File: src/hdl/rv_defines.svh
`ifndef RV_DEFINES_SVH
`define RV_DEFINES_SVH

// Data path and address width.
`define XLEN 32

`define REG_ADDR_W 5
`define REG_COUNT 32

// First fetch address after reset.
`define RESET_PC 32'h0000_0000

`endif

File: src/hdl/rv_isa_pkg.sv
`default_nettype none

package rv_isa_pkg;

    // Major opcodes in instr[6:0].
    typedef enum logic [6:0] {
        OPC_OP     = 7'b0110011,
        OPC_OP_IMM = 7'b0010011,
        OPC_LUI    = 7'b0110111,
        OPC_LOAD   = 7'b0000011,
        OPC_STORE  = 7'b0100011,
        OPC_BRANCH = 7'b1100011,
        OPC_JAL    = 7'b1101111
    } opcode_e;

    typedef enum logic [3:0] {
        ALU_ADD,
        ALU_SUB,
        ALU_AND,
        ALU_OR,
        ALU_XOR,
        ALU_SLT,
        ALU_SLL,
        ALU_SRL,
        ALU_SRA,
        ALU_PASS_B
    } alu_op_e;

    typedef enum logic [2:0] {
        BR_NONE,
        BR_EQ,
        BR_NE,
        BR_LT,
        BR_GE,
        BR_JUMP
    } branch_e;

endpackage

`default_nettype wire

File: src/hdl/rv_pipe_pkg.sv
`default_nettype none

package rv_pipe_pkg;

    typedef enum logic [1:0] {STAGE_RUN, STAGE_PAUSE, STAGE_FLUSH} stage_ctrl_e;

    // Where an execute operand comes from.
    typedef enum logic [1:0] {FWD_REG, FWD_MEM, FWD_WB} fwd_sel_e;

    typedef enum logic [1:0] {A_RS1, A_PC} a_sel_e;

    typedef enum logic [1:0] {B_RS2, B_IMM, B_FOUR} b_sel_e;

endpackage

`default_nettype wire

File: src/hdl/rv_decoder.sv
`timescale 1ns/100ps
`default_nettype none
`include "rv_defines.svh"

module rv_decoder (
    input  wire [`XLEN-1:0]         instr,
    output logic [`REG_ADDR_W-1:0]  rd,
    output logic [`REG_ADDR_W-1:0]  rs1_addr,
    output logic [`REG_ADDR_W-1:0]  rs2_addr,
    output logic [`XLEN-1:0]        imm,
    output rv_isa_pkg::alu_op_e     alu_op,
    output rv_pipe_pkg::a_sel_e     a_sel,
    output rv_pipe_pkg::b_sel_e     b_sel,
    output rv_isa_pkg::branch_e     branch,
    output logic                    reg_we,
    output logic                    mem_to_reg,
    output logic                    mem_we
);
    import rv_isa_pkg::*;
    import rv_pipe_pkg::*;

    opcode_e            opcode;
    logic [2:0]         funct3;
    logic [6:0]         funct7;
    logic [`XLEN-1:0]   imm_i;
    logic [`XLEN-1:0]   imm_s;
    logic [`XLEN-1:0]   imm_b;
    logic [`XLEN-1:0]   imm_u;
    logic [`XLEN-1:0]   imm_j;

    assign opcode   = opcode_e'(instr[6:0]);
    assign funct3   = instr[14:12];
    assign funct7   = instr[31:25];
    assign rd       = instr[11:7];
    assign rs1_addr = instr[19:15];
    assign rs2_addr = instr[24:20];

    assign imm_i = {{20{instr[31]}}, instr[31:20]};
    assign imm_s = {{20{instr[31]}}, instr[31:25], instr[11:7]};
    assign imm_b = {{19{instr[31]}}, instr[31], instr[7], instr[30:25], instr[11:8], 1'b0};
    assign imm_u = {instr[31:12], 12'b0};
    assign imm_j = {{11{instr[31]}}, instr[31], instr[19:12], instr[20], instr[30:21], 1'b0};

    always_comb begin
        alu_op     = ALU_ADD;
        a_sel      = A_RS1;
        b_sel      = B_RS2;
        branch     = BR_NONE;
        reg_we     = 1'b0;
        mem_to_reg = 1'b0;
        mem_we     = 1'b0;
        imm        = imm_i;
        case (opcode)
            OPC_OP: begin
                reg_we = 1'b1;
                case ({funct7, funct3})
                    {7'h00, 3'b000}: alu_op = ALU_ADD;
                    {7'h20, 3'b000}: alu_op = ALU_SUB;
                    {7'h00, 3'b001}: alu_op = ALU_SLL;
                    {7'h00, 3'b010}: alu_op = ALU_SLT;
                    {7'h00, 3'b100}: alu_op = ALU_XOR;
                    {7'h00, 3'b101}: alu_op = ALU_SRL;
                    {7'h20, 3'b101}: alu_op = ALU_SRA;
                    {7'h00, 3'b110}: alu_op = ALU_OR;
                    {7'h00, 3'b111}: alu_op = ALU_AND;
                    default:         reg_we = 1'b0;   // SLTU and the rest fall through as no-ops.
                endcase
            end
            OPC_OP_IMM: begin
                reg_we = 1'b1;
                b_sel  = B_IMM;
                case (funct3)
                    3'b000:  alu_op = ALU_ADD;
                    3'b010:  alu_op = ALU_SLT;
                    3'b100:  alu_op = ALU_XOR;
                    3'b110:  alu_op = ALU_OR;
                    3'b111:  alu_op = ALU_AND;
                    default: reg_we = 1'b0;
                endcase
            end
            OPC_LUI: begin
                reg_we = 1'b1;
                b_sel  = B_IMM;
                alu_op = ALU_PASS_B;
                imm    = imm_u;
            end
            OPC_LOAD: begin
                reg_we     = (funct3 == 3'b010);      // Word loads only.
                mem_to_reg = (funct3 == 3'b010);
                b_sel      = B_IMM;
            end
            OPC_STORE: begin
                mem_we = (funct3 == 3'b010);
                b_sel  = B_IMM;
                imm    = imm_s;
            end
            OPC_BRANCH: begin
                imm = imm_b;
                case (funct3)
                    3'b000:  branch = BR_EQ;
                    3'b001:  branch = BR_NE;
                    3'b100:  branch = BR_LT;
                    3'b101:  branch = BR_GE;
                    default: branch = BR_NONE;
                endcase
            end
            OPC_JAL: begin
                reg_we = 1'b1;
                a_sel  = A_PC;                        // Link value is pc + 4.
                b_sel  = B_FOUR;
                branch = BR_JUMP;
                imm    = imm_j;
            end
            default: ;
        endcase
    end

endmodule

`default_nettype wire

File: src/hdl/rv_regfile.sv
`timescale 1ns/100ps
`default_nettype none
`include "rv_defines.svh"

module rv_regfile (
    input  wire                     clk,
    input  wire                     arst_n,
    input  wire [`REG_ADDR_W-1:0]   rs1_addr,
    input  wire [`REG_ADDR_W-1:0]   rs2_addr,
    output logic [`XLEN-1:0]        rs1_data,
    output logic [`XLEN-1:0]        rs2_data,
    input  wire [`REG_ADDR_W-1:0]   wr_addr,
    input  wire [`XLEN-1:0]         wr_data,
    input  wire                     wr_en
);
    logic [`XLEN-1:0] regs [1:`REG_COUNT-1];   // x0 has no storage.

    always_ff @(posedge clk or negedge arst_n) begin
        if (!arst_n) begin
            for (int i = 1; i < `REG_COUNT; i++) begin
                regs[i] <= '0;
            end
        end else if (wr_en && wr_addr != '0) begin
            regs[wr_addr] <= wr_data;
        end
    end

    // Writeback in the same cycle is seen by decode.
    assign rs1_data = (rs1_addr == '0) ? '0 :
                      (wr_en && wr_addr == rs1_addr) ? wr_data : regs[rs1_addr];
    assign rs2_data = (rs2_addr == '0) ? '0 :
                      (wr_en && wr_addr == rs2_addr) ? wr_data : regs[rs2_addr];

endmodule

`default_nettype wire

File: src/hdl/rv_execute.sv
`timescale 1ns/100ps
`default_nettype none
`include "rv_defines.svh"

module rv_execute (
    input  wire [`XLEN-1:0]         pc,
    input  wire [`XLEN-1:0]         imm,
    input  wire [`XLEN-1:0]         rs1_data,
    input  wire [`XLEN-1:0]         rs2_data,
    input  wire rv_isa_pkg::alu_op_e    alu_op,
    input  wire rv_pipe_pkg::a_sel_e    a_sel,
    input  wire rv_pipe_pkg::b_sel_e    b_sel,
    input  wire rv_isa_pkg::branch_e    branch,
    input  wire rv_pipe_pkg::fwd_sel_e  fwd_a,
    input  wire rv_pipe_pkg::fwd_sel_e  fwd_b,
    input  wire [`XLEN-1:0]         mem_result,
    input  wire [`XLEN-1:0]         wb_result,
    output logic [`XLEN-1:0]        alu_result,
    output logic [`XLEN-1:0]        store_data,
    output logic [`XLEN-1:0]        target,
    output logic                    taken
);
    import rv_isa_pkg::*;
    import rv_pipe_pkg::*;

    logic [`XLEN-1:0]   src_a;
    logic [`XLEN-1:0]   src_b;
    logic [`XLEN-1:0]   op_a;
    logic [`XLEN-1:0]   op_b;
    logic               signed_lt;

    function automatic logic [`XLEN-1:0] pick(fwd_sel_e sel, logic [`XLEN-1:0] reg_val,
                                              logic [`XLEN-1:0] mem_val,
                                              logic [`XLEN-1:0] wb_val);
        case (sel)
            FWD_MEM: return mem_val;
            FWD_WB:  return wb_val;
            default: return reg_val;
        endcase
    endfunction

    assign src_a = pick(fwd_a, rs1_data, mem_result, wb_result);
    assign src_b = pick(fwd_b, rs2_data, mem_result, wb_result);

    assign op_a = (a_sel == A_PC) ? pc : src_a;
    assign op_b = (b_sel == B_IMM) ? imm : (b_sel == B_FOUR) ? `XLEN'(4) : src_b;

    always_comb begin
        case (alu_op)
            ALU_SUB:    alu_result = op_a - op_b;
            ALU_AND:    alu_result = op_a & op_b;
            ALU_OR:     alu_result = op_a | op_b;
            ALU_XOR:    alu_result = op_a ^ op_b;
            ALU_SLT:    alu_result = {{(`XLEN-1){1'b0}}, $signed(op_a) < $signed(op_b)};
            ALU_SLL:    alu_result = op_a << op_b[4:0];
            ALU_SRL:    alu_result = op_a >> op_b[4:0];
            ALU_SRA:    alu_result = $unsigned($signed(op_a) >>> op_b[4:0]);
            ALU_PASS_B: alu_result = op_b;
            default:    alu_result = op_a + op_b;
        endcase
    end

    assign store_data = src_b;
    assign target     = pc + imm;   // Same target for branches and JAL.
    assign signed_lt  = $signed(src_a) < $signed(src_b);

    always_comb begin
        case (branch)
            BR_EQ:   taken = (src_a == src_b);
            BR_NE:   taken = (src_a != src_b);
            BR_LT:   taken = signed_lt;
            BR_GE:   taken = !signed_lt;
            BR_JUMP: taken = 1'b1;
            default: taken = 1'b0;
        endcase
    end

endmodule

`default_nettype wire

File: src/hdl/rv_hazard_unit.sv
`timescale 1ns/100ps
`default_nettype none
`include "rv_defines.svh"

module rv_hazard_unit (
    input  wire [`REG_ADDR_W-1:0]       id_rs1,
    input  wire [`REG_ADDR_W-1:0]       id_rs2,
    input  wire [`REG_ADDR_W-1:0]       ex_rs1,
    input  wire [`REG_ADDR_W-1:0]       ex_rs2,
    input  wire [`REG_ADDR_W-1:0]       ex_rd,
    input  wire                         ex_mem_to_reg,
    input  wire [`REG_ADDR_W-1:0]       mem_rd,
    input  wire                         mem_reg_we,
    input  wire [`REG_ADDR_W-1:0]       wb_rd,
    input  wire                         wb_reg_we,
    input  wire                         taken,
    output rv_pipe_pkg::fwd_sel_e       fwd_a,
    output rv_pipe_pkg::fwd_sel_e       fwd_b,
    output rv_pipe_pkg::stage_ctrl_e    pc_ctrl,
    output rv_pipe_pkg::stage_ctrl_e    if_id_ctrl,
    output rv_pipe_pkg::stage_ctrl_e    id_ex_ctrl
);
    import rv_pipe_pkg::*;

    logic load_use;

    // The memory stage holds the younger result, so it is checked first.
    function automatic fwd_sel_e source(logic [`REG_ADDR_W-1:0] rs,
                                        logic [`REG_ADDR_W-1:0] m_rd, logic m_we,
                                        logic [`REG_ADDR_W-1:0] w_rd, logic w_we);
        if (m_we && m_rd != '0 && m_rd == rs) return FWD_MEM;
        if (w_we && w_rd != '0 && w_rd == rs) return FWD_WB;
        return FWD_REG;
    endfunction

    assign fwd_a = source(ex_rs1, mem_rd, mem_reg_we, wb_rd, wb_reg_we);
    assign fwd_b = source(ex_rs2, mem_rd, mem_reg_we, wb_rd, wb_reg_we);

    assign load_use = ex_mem_to_reg && ex_rd != '0 && (ex_rd == id_rs1 || ex_rd == id_rs2);

    always_comb begin
        pc_ctrl    = STAGE_RUN;
        if_id_ctrl = STAGE_RUN;
        id_ex_ctrl = STAGE_RUN;
        if (taken) begin
            if_id_ctrl = STAGE_FLUSH;   // Kill the two younger instructions.
            id_ex_ctrl = STAGE_FLUSH;
        end else if (load_use) begin
            pc_ctrl    = STAGE_PAUSE;
            if_id_ctrl = STAGE_PAUSE;
            id_ex_ctrl = STAGE_FLUSH;   // Bubble while the load reaches memory.
        end
    end

endmodule

`default_nettype wire

File: src/hdl/rv_pipeline.sv
`timescale 1ns/100ps
`default_nettype none
`include "rv_defines.svh"

module rv_pipeline (
    input  wire                 clk,
    input  wire                 arst_n,
    output logic [`XLEN-1:0]    imem_addr,
    input  wire [`XLEN-1:0]     imem_data,
    output logic [`XLEN-1:0]    dmem_addr,
    output logic [`XLEN-1:0]    dmem_wdata,
    output logic                dmem_we,
    input  wire [`XLEN-1:0]     dmem_rdata
);
    import rv_isa_pkg::*;
    import rv_pipe_pkg::*;

    logic [`XLEN-1:0]       pc;
    logic [`XLEN-1:0]       id_pc, id_instr, id_imm, id_rs1_data, id_rs2_data;
    logic [`REG_ADDR_W-1:0] id_rd, id_rs1, id_rs2;
    alu_op_e                id_alu_op, ex_alu_op;
    a_sel_e                 id_a_sel, ex_a_sel;
    b_sel_e                 id_b_sel, ex_b_sel;
    branch_e                id_branch, ex_branch;
    logic                   id_reg_we, id_mem_to_reg, id_mem_we;
    // A prefix names the stage that the value currently sits in.
    logic [`XLEN-1:0]       ex_pc, ex_imm, ex_rs1_data, ex_rs2_data;
    logic [`REG_ADDR_W-1:0] ex_rd, ex_rs1, ex_rs2;
    logic                   ex_reg_we, ex_mem_to_reg, ex_mem_we, ex_taken;
    logic [`XLEN-1:0]       ex_alu_result, ex_store_data, ex_target;
    logic [`XLEN-1:0]       mem_alu_result, mem_store_data;
    logic [`REG_ADDR_W-1:0] mem_rd, wb_rd;
    logic                   mem_reg_we, mem_mem_to_reg, mem_mem_we;
    logic [`XLEN-1:0]       wb_alu_result, wb_rdata, wb_result;
    logic                   wb_reg_we, wb_mem_to_reg;
    fwd_sel_e               fwd_a, fwd_b;
    stage_ctrl_e            pc_ctrl, if_id_ctrl, id_ex_ctrl;

    always_ff @(posedge clk or negedge arst_n) begin
        if (!arst_n) begin
            pc <= `RESET_PC;
        end else if (pc_ctrl != STAGE_PAUSE) begin
            pc <= ex_taken ? ex_target : pc + `XLEN'(4);
        end
    end

    assign imem_addr = pc;

    always_ff @(posedge clk or negedge arst_n) begin
        if (!arst_n) begin
            id_instr <= '0;             // Opcode zero decodes as a no-op.
        end else if (if_id_ctrl == STAGE_FLUSH) begin
            id_instr <= '0;
        end else if (if_id_ctrl == STAGE_RUN) begin
            id_instr <= imem_data;
        end
    end

    always_ff @(posedge clk) begin
        if (if_id_ctrl == STAGE_RUN) id_pc <= pc;
    end

    rv_decoder u_decoder (
        .instr(id_instr), .rd(id_rd), .rs1_addr(id_rs1), .rs2_addr(id_rs2), .imm(id_imm),
        .alu_op(id_alu_op), .a_sel(id_a_sel), .b_sel(id_b_sel), .branch(id_branch),
        .reg_we(id_reg_we), .mem_to_reg(id_mem_to_reg), .mem_we(id_mem_we)
    );

    rv_regfile u_regfile (
        .clk(clk), .arst_n(arst_n), .rs1_addr(id_rs1), .rs2_addr(id_rs2),
        .rs1_data(id_rs1_data), .rs2_data(id_rs2_data),
        .wr_addr(wb_rd), .wr_data(wb_result), .wr_en(wb_reg_we)
    );

    always_ff @(posedge clk or negedge arst_n) begin
        if (!arst_n) begin
            ex_reg_we     <= 1'b0;
            ex_mem_to_reg <= 1'b0;
            ex_mem_we     <= 1'b0;
            ex_branch     <= BR_NONE;
        end else if (id_ex_ctrl == STAGE_FLUSH) begin
            ex_reg_we     <= 1'b0;
            ex_mem_to_reg <= 1'b0;
            ex_mem_we     <= 1'b0;
            ex_branch     <= BR_NONE;
        end else if (id_ex_ctrl == STAGE_RUN) begin
            ex_reg_we     <= id_reg_we;
            ex_mem_to_reg <= id_mem_to_reg;
            ex_mem_we     <= id_mem_we;
            ex_branch     <= id_branch;
        end
    end

    always_ff @(posedge clk) begin
        if (id_ex_ctrl == STAGE_RUN) begin
            ex_pc       <= id_pc;
            ex_imm      <= id_imm;
            ex_rs1_data <= id_rs1_data;
            ex_rs2_data <= id_rs2_data;
            ex_rs1      <= id_rs1;
            ex_rs2      <= id_rs2;
            ex_rd       <= id_rd;
            ex_alu_op   <= id_alu_op;
            ex_a_sel    <= id_a_sel;
            ex_b_sel    <= id_b_sel;
        end
    end

    rv_execute u_execute (
        .pc(ex_pc), .imm(ex_imm), .rs1_data(ex_rs1_data), .rs2_data(ex_rs2_data),
        .alu_op(ex_alu_op), .a_sel(ex_a_sel), .b_sel(ex_b_sel), .branch(ex_branch),
        .fwd_a(fwd_a), .fwd_b(fwd_b), .mem_result(mem_alu_result), .wb_result(wb_result),
        .alu_result(ex_alu_result), .store_data(ex_store_data), .target(ex_target),
        .taken(ex_taken)
    );

    rv_hazard_unit u_hazard_unit (
        .id_rs1(id_rs1), .id_rs2(id_rs2), .ex_rs1(ex_rs1), .ex_rs2(ex_rs2), .ex_rd(ex_rd),
        .ex_mem_to_reg(ex_mem_to_reg), .mem_rd(mem_rd), .mem_reg_we(mem_reg_we),
        .wb_rd(wb_rd), .wb_reg_we(wb_reg_we), .taken(ex_taken), .fwd_a(fwd_a), .fwd_b(fwd_b),
        .pc_ctrl(pc_ctrl), .if_id_ctrl(if_id_ctrl), .id_ex_ctrl(id_ex_ctrl)
    );

    // Memory and writeback registers never stall.
    always_ff @(posedge clk or negedge arst_n) begin
        if (!arst_n) begin
            mem_reg_we <= 1'b0;
            mem_mem_we <= 1'b0;
            wb_reg_we  <= 1'b0;
        end else begin
            mem_reg_we <= ex_reg_we;
            mem_mem_we <= ex_mem_we;
            wb_reg_we  <= mem_reg_we;
        end
    end

    always_ff @(posedge clk) begin
        mem_alu_result <= ex_alu_result;
        mem_store_data <= ex_store_data;
        mem_rd         <= ex_rd;
        mem_mem_to_reg <= ex_mem_to_reg;
        wb_alu_result  <= mem_alu_result;
        wb_rdata       <= dmem_rdata;
        wb_rd          <= mem_rd;
        wb_mem_to_reg  <= mem_mem_to_reg;
    end

    assign dmem_addr  = mem_alu_result;
    assign dmem_wdata = mem_store_data;
    assign dmem_we    = mem_mem_we;

    assign wb_result = wb_mem_to_reg ? wb_rdata : wb_alu_result;

endmodule

`default_nettype wire

File: config.mk
export PLATFORM = sky130hd
export DESIGN_NAME = rv_pipeline
export DESIGN_NICKNAME = d
export VERILOG_FILES = /design/src/hdl/rv_isa_pkg.sv /design/src/hdl/rv_pipe_pkg.sv /design/src/hdl/rv_decoder.sv /design/src/hdl/rv_regfile.sv /design/src/hdl/rv_execute.sv /design/src/hdl/rv_hazard_unit.sv /design/src/hdl/rv_pipeline.sv
export VERILOG_INCLUDE_DIRS = /design/src /design/src/hdl
export SDC_FILE = /design/constraint.sdc
export NUM_CORES = 2
export LEC_CHECK = 0
export BUFFER_PORTS_ARGS = -buffer_cell sky130_fd_sc_hd__buf_4
export CORE_ASPECT_RATIO = 0.7
export CORE_MARGIN = 1
export CORE_UTILIZATION = 46
export CTS_CLUSTER_SIZE = 24
export DETAILED_ROUTE_END_ITERATION = 8
export PLACE_DENSITY = 0.72
export SYNTH_ARGS = -nofsm -noshare
export SYNTH_HDL_FRONTEND = slang
export SYNTH_HIERARCHICAL = 1
export SYNTH_SLANG_ARGS = --single-unit
File: constraint.sdc
create_clock -name clk -period 38.6 [get_ports clk]
set_clock_uncertainty 0.15 [all_clocks]
set_input_delay 9.65 -clock clk [delete_from_list [all_inputs] [get_ports clk]]
set_output_delay 9.65 -clock clk [all_outputs]
set_load 0.01 [all_outputs]
==> flow_summary_export.csv <==
group,metric,value,unit
global_routing,grt_usage,0.340,
layout,syn_to_final_growth,8.96,%
layout,final_common_cell,"mux2_2",
worst_hold_path,hp-class,"register to register",
setup_path,crit_fanout,173,
routing,drt-total-wl,305000,um
clock_tree,cts_buffers,132,
run_status,status,"finished with violations",
yosys,synth_top_cell_area_share,0.330,
placed_design,gp_congestion,1.01,
setup_path,end_kind,"async pin",
clock_tree,clock-sinks,1388,
yosys,synthArstFlopShare,0.767,
yosys,yosys-top-cells-area,"dfrtp_1 33%, mux2_2 17%, mux4_2 12%",
setup_path,critPathArrivalTime,12900,ps
placed_design,post-place-cells,8659,
layout,layout_common_cells,"1,203 x mux2_2, 1,055 x dfrtp_1, 434 x mux4_2",
yosys,synthSimpleGateAreaFrac,0.0708,
global_routing,met3_usage,0.165,
setup_path,crit_type,"input port to async pin",
timing,hold_viol_final,0,
placed_design,hpwl,203000,um
yosys,synthAdderAreaFrac,0.0263,
setup_path,cp-start-kind,"input port",
power,seqPwrFrac,0.442,
clock_tree,postCtsSetupRepairBufs,0,
floorplanning,start_util,0.464,
routing,ant_nets,0,
routing,drt-initial-drc-count,9810,
global_routing,antenna_found_initial,17,
power,intPower,2560,uW
floorplanning,die_y,353,um
floorplanning,io_pins,163,
yosys,synthMuxAreaShare,0.304,
power,ir_drop,0.0000330,V
timing,worst_slew_pin_slew,1480,ps
floorplanning,std_cell_rows,128,
timing,finalSetupTns,0,ps
global_routing,grt_start_max_net_pins,174,
floorplanning,die_x,503,um
yosys,synth_xor_area_frac,0.00759,
power,p_leak,0.0390,uW
yosys,synth_top_family_by_area,"multiplexers",
timing,final.min_clock_period,12340,ps
timing,max_freq,81.0,MHz
yosys,synth_cells,6614,
clock_tree,clk_pin_slew,60,ps
timing,slew_headroom,0.000710,
global_routing,use_met2,0.431,
routing,viasPerCell,7.02,
layout,finalNonFillerCells,8904,
worst_hold_path,worstHoldStart,"mem_mem_to_reg",
clock_tree,cts_max_path_buffers,3,
setup_path,cp.required,39160,ps
yosys,synth-compound-area-share,0.115,
layout,nets,6687,
yosys,synth_area,80800,sq um
yosys,ys_ff_latch,1388,
clock_tree,clock_latency,800,ps
power,p_comb_frac,0.205,
power,clkPwrFrac,0.353,
setup_path,r2r-start,"mem_rd[2]",
yosys,synth-edff-count,183,
routing,vias,62500,
global_routing,gr-max-usage-layer,"met1",
yosys,ys.flop_type,"dfrtp_1",
timing,fin_crit_sh,0.320,
setup_path,reg2reg_to,"ex_rs1_data[27]",
run,drv_cap,2,
routing,dr.pass1.iters,8,
clock_tree,tritoncts,"built",
power,p_per_area,43.1,nW/um^2
run_status,violations,"capacitance limit",
setup_path,r2r_cells,24,
layout,fin_util,0.505,
power,switching_share,0.325,
yosys,avgSynthCellArea,12.2,sq um
yosys,synth_top_area_cell,"dfrtp_1",
clock_tree,cts_resized,0,
clock_tree,htree_levels,4,
layout,largest_reg_flops,992,
floorplanning,core-area,174000,sq um
power,power.switching,1230,uW
global_routing,grt-ovfl-total,0,
layout,regMostFlops,"u_regfile/regs",
global_routing,grt_pass1_wl,436000,um
global_routing,globalRouteMet1Util,0.493,
routing,avgRoutedWirePerCell,34.3,um
yosys,yosysWarnings,6,
floorplanning,dieArea,177000,sq um
placed_design,port_buffers,162,
global_routing,grt_pass1_vias,60200,
worst_hold_path,min_path_cells,0,
timing,rsz0062_at_grt,"false",
yosys,ys_types,106,
layout,fillers,14900,
setup_path,r2r_setup_slack,29070,ps
timing,finalMaxSlewViolations,0,
yosys,ys_seq_area_frac,0.433,
clock_tree,cts_hold_buf,0,
clock_tree,ctsRootBufferMaster,"clkbuf_16",
worst_hold_path,hold_end,"wb_mem_to_reg",
routing,remaining_drc_errors,0,
layout,drive_above_1_share,0.354,
timing,finalSetupViolCount,0,
[cells by family after synthesis]
logic type | count (synthesis)
xor+xnor | 70
simple gates | 1159
buf+inv | 766
other cells | 2
fa+ha+maj | 168
flops | 1388
mux | 1757
compound gates | 1304
[routing by layer]
metal / vias to the layer above / wire, um / part of all wire
met5: - / 66 / 0.00022
met4: 10 / 11300 / 0.037
met3: 733 / 51500 / 0.17
met2: 4705 / 118000 / 0.39
met1: 32100 / 124000 / 0.41
li1: 24900 / - / -
[worst max path at each step]
stage,startpoint,end,slack [ps],depth (start not counted)
final,arst_n,u_regfile/regs[957],26260,4
after global routing,arst_n,u_regfile/regs[854],25850,4
after CTS,arst_n,u_regfile/regs[989],26290,4
after detailed placement,arst_n,u_regfile/regs[856],25480,4
after global placement,arst_n,u_regfile/regs[856],25570,4
after floorplan,mem_rd[1],ex_branch[0],26080,26
[synth_stat cells (all sizes together) (20+ instances only)]
| cell | instances |
|---|---|
| o221ai | 37 |
| nand2b | 39 |
| a22oi | 106 |
| a31oi | 23 |
| a22o | 75 |
| a221oi | 121 |
| o221a | 20 |
| o21ai | 230 |
| o22ai | 81 |
| o21a | 24 |
| nor4 | 25 |
| o41ai | 30 |
| nand2 | 306 |
| o21bai | 24 |
| mux4 | 434 |
| ha | 165 |
| buf | 317 |
| dfxtp | 140 |
| dfrtp | 1065 |
| nor2b | 85 |
| edfxtp | 183 |
| mux2 | 1213 |
| nor3 | 118 |
| nor2 | 295 |
| nand4 | 34 |
| and2 | 44 |
| and3 | 33 |
| o31a | 25 |
| mux2i | 110 |
| xnor2 | 33 |
| o31ai | 23 |
| nand3 | 72 |
| or2 | 21 |
| o211ai | 51 |
| a21oi | 191 |
| inv | 151 |
| a211oi | 81 |
| xor2 | 37 |
| clkbuf | 298 |
| a21o | 65 |
| nand3b | 35 |
[stage by stage]
stage	total power, uW	worst slack [ps]	hold slack [ps]	area (sq um)
3_3_place_gp	2430	25570	162	83600
3_5_place_dp	2440	25480	165	83600
5_1_grt	3900	25850	182	88000
4_1_cts	3770	26290	179	88000
2_1_floorplan	2120	26080	160	80800
6_report	3800	26260	177	88000
[area by class of cell]
| cell class | count | area [sq um] | area share |
|---|---|---|---|
| Multi-Input combinational cell | 4461 | 42700 | 0.485 |
| Sequential cell | 1388 | 35000 | 0.398 |
| Clock buffer | 171 | 3580 | 0.0407 |
| Tap cell | 2340 | 2930 | 0.0333 |
| Timing Repair Buffer | 319 | 2480 | 0.0282 |
| Clock inverter | 66 | 756 | 0.00859 |
| Inverter | 151 | 569 | 0.00647 |
| Antenna cell | 8 | 20.0 | 0.000228 |
[worst max-delay path, stage by stage]
cell and delay [ps]:
buf_8 530, buf_12 690, buf_4 810, buf_12 600
[power groups by stage]
| stage | clock network, uW | registers, uW | logic [uW] |
|---|---|---|---|
| 2_1_floorplan | 0 | 1660 | 459 |
| 3_3_place_gp | 0 | 1690 | 735 |
| 3_5_place_dp | 0 | 1700 | 742 |
| 4_1_cts | 1350 | 1670 | 746 |
| 5_1_grt | 1410 | 1680 | 810 |
| 6_report | 1340 | 1680 | 778 |
(Power assumes the default switching activity.)
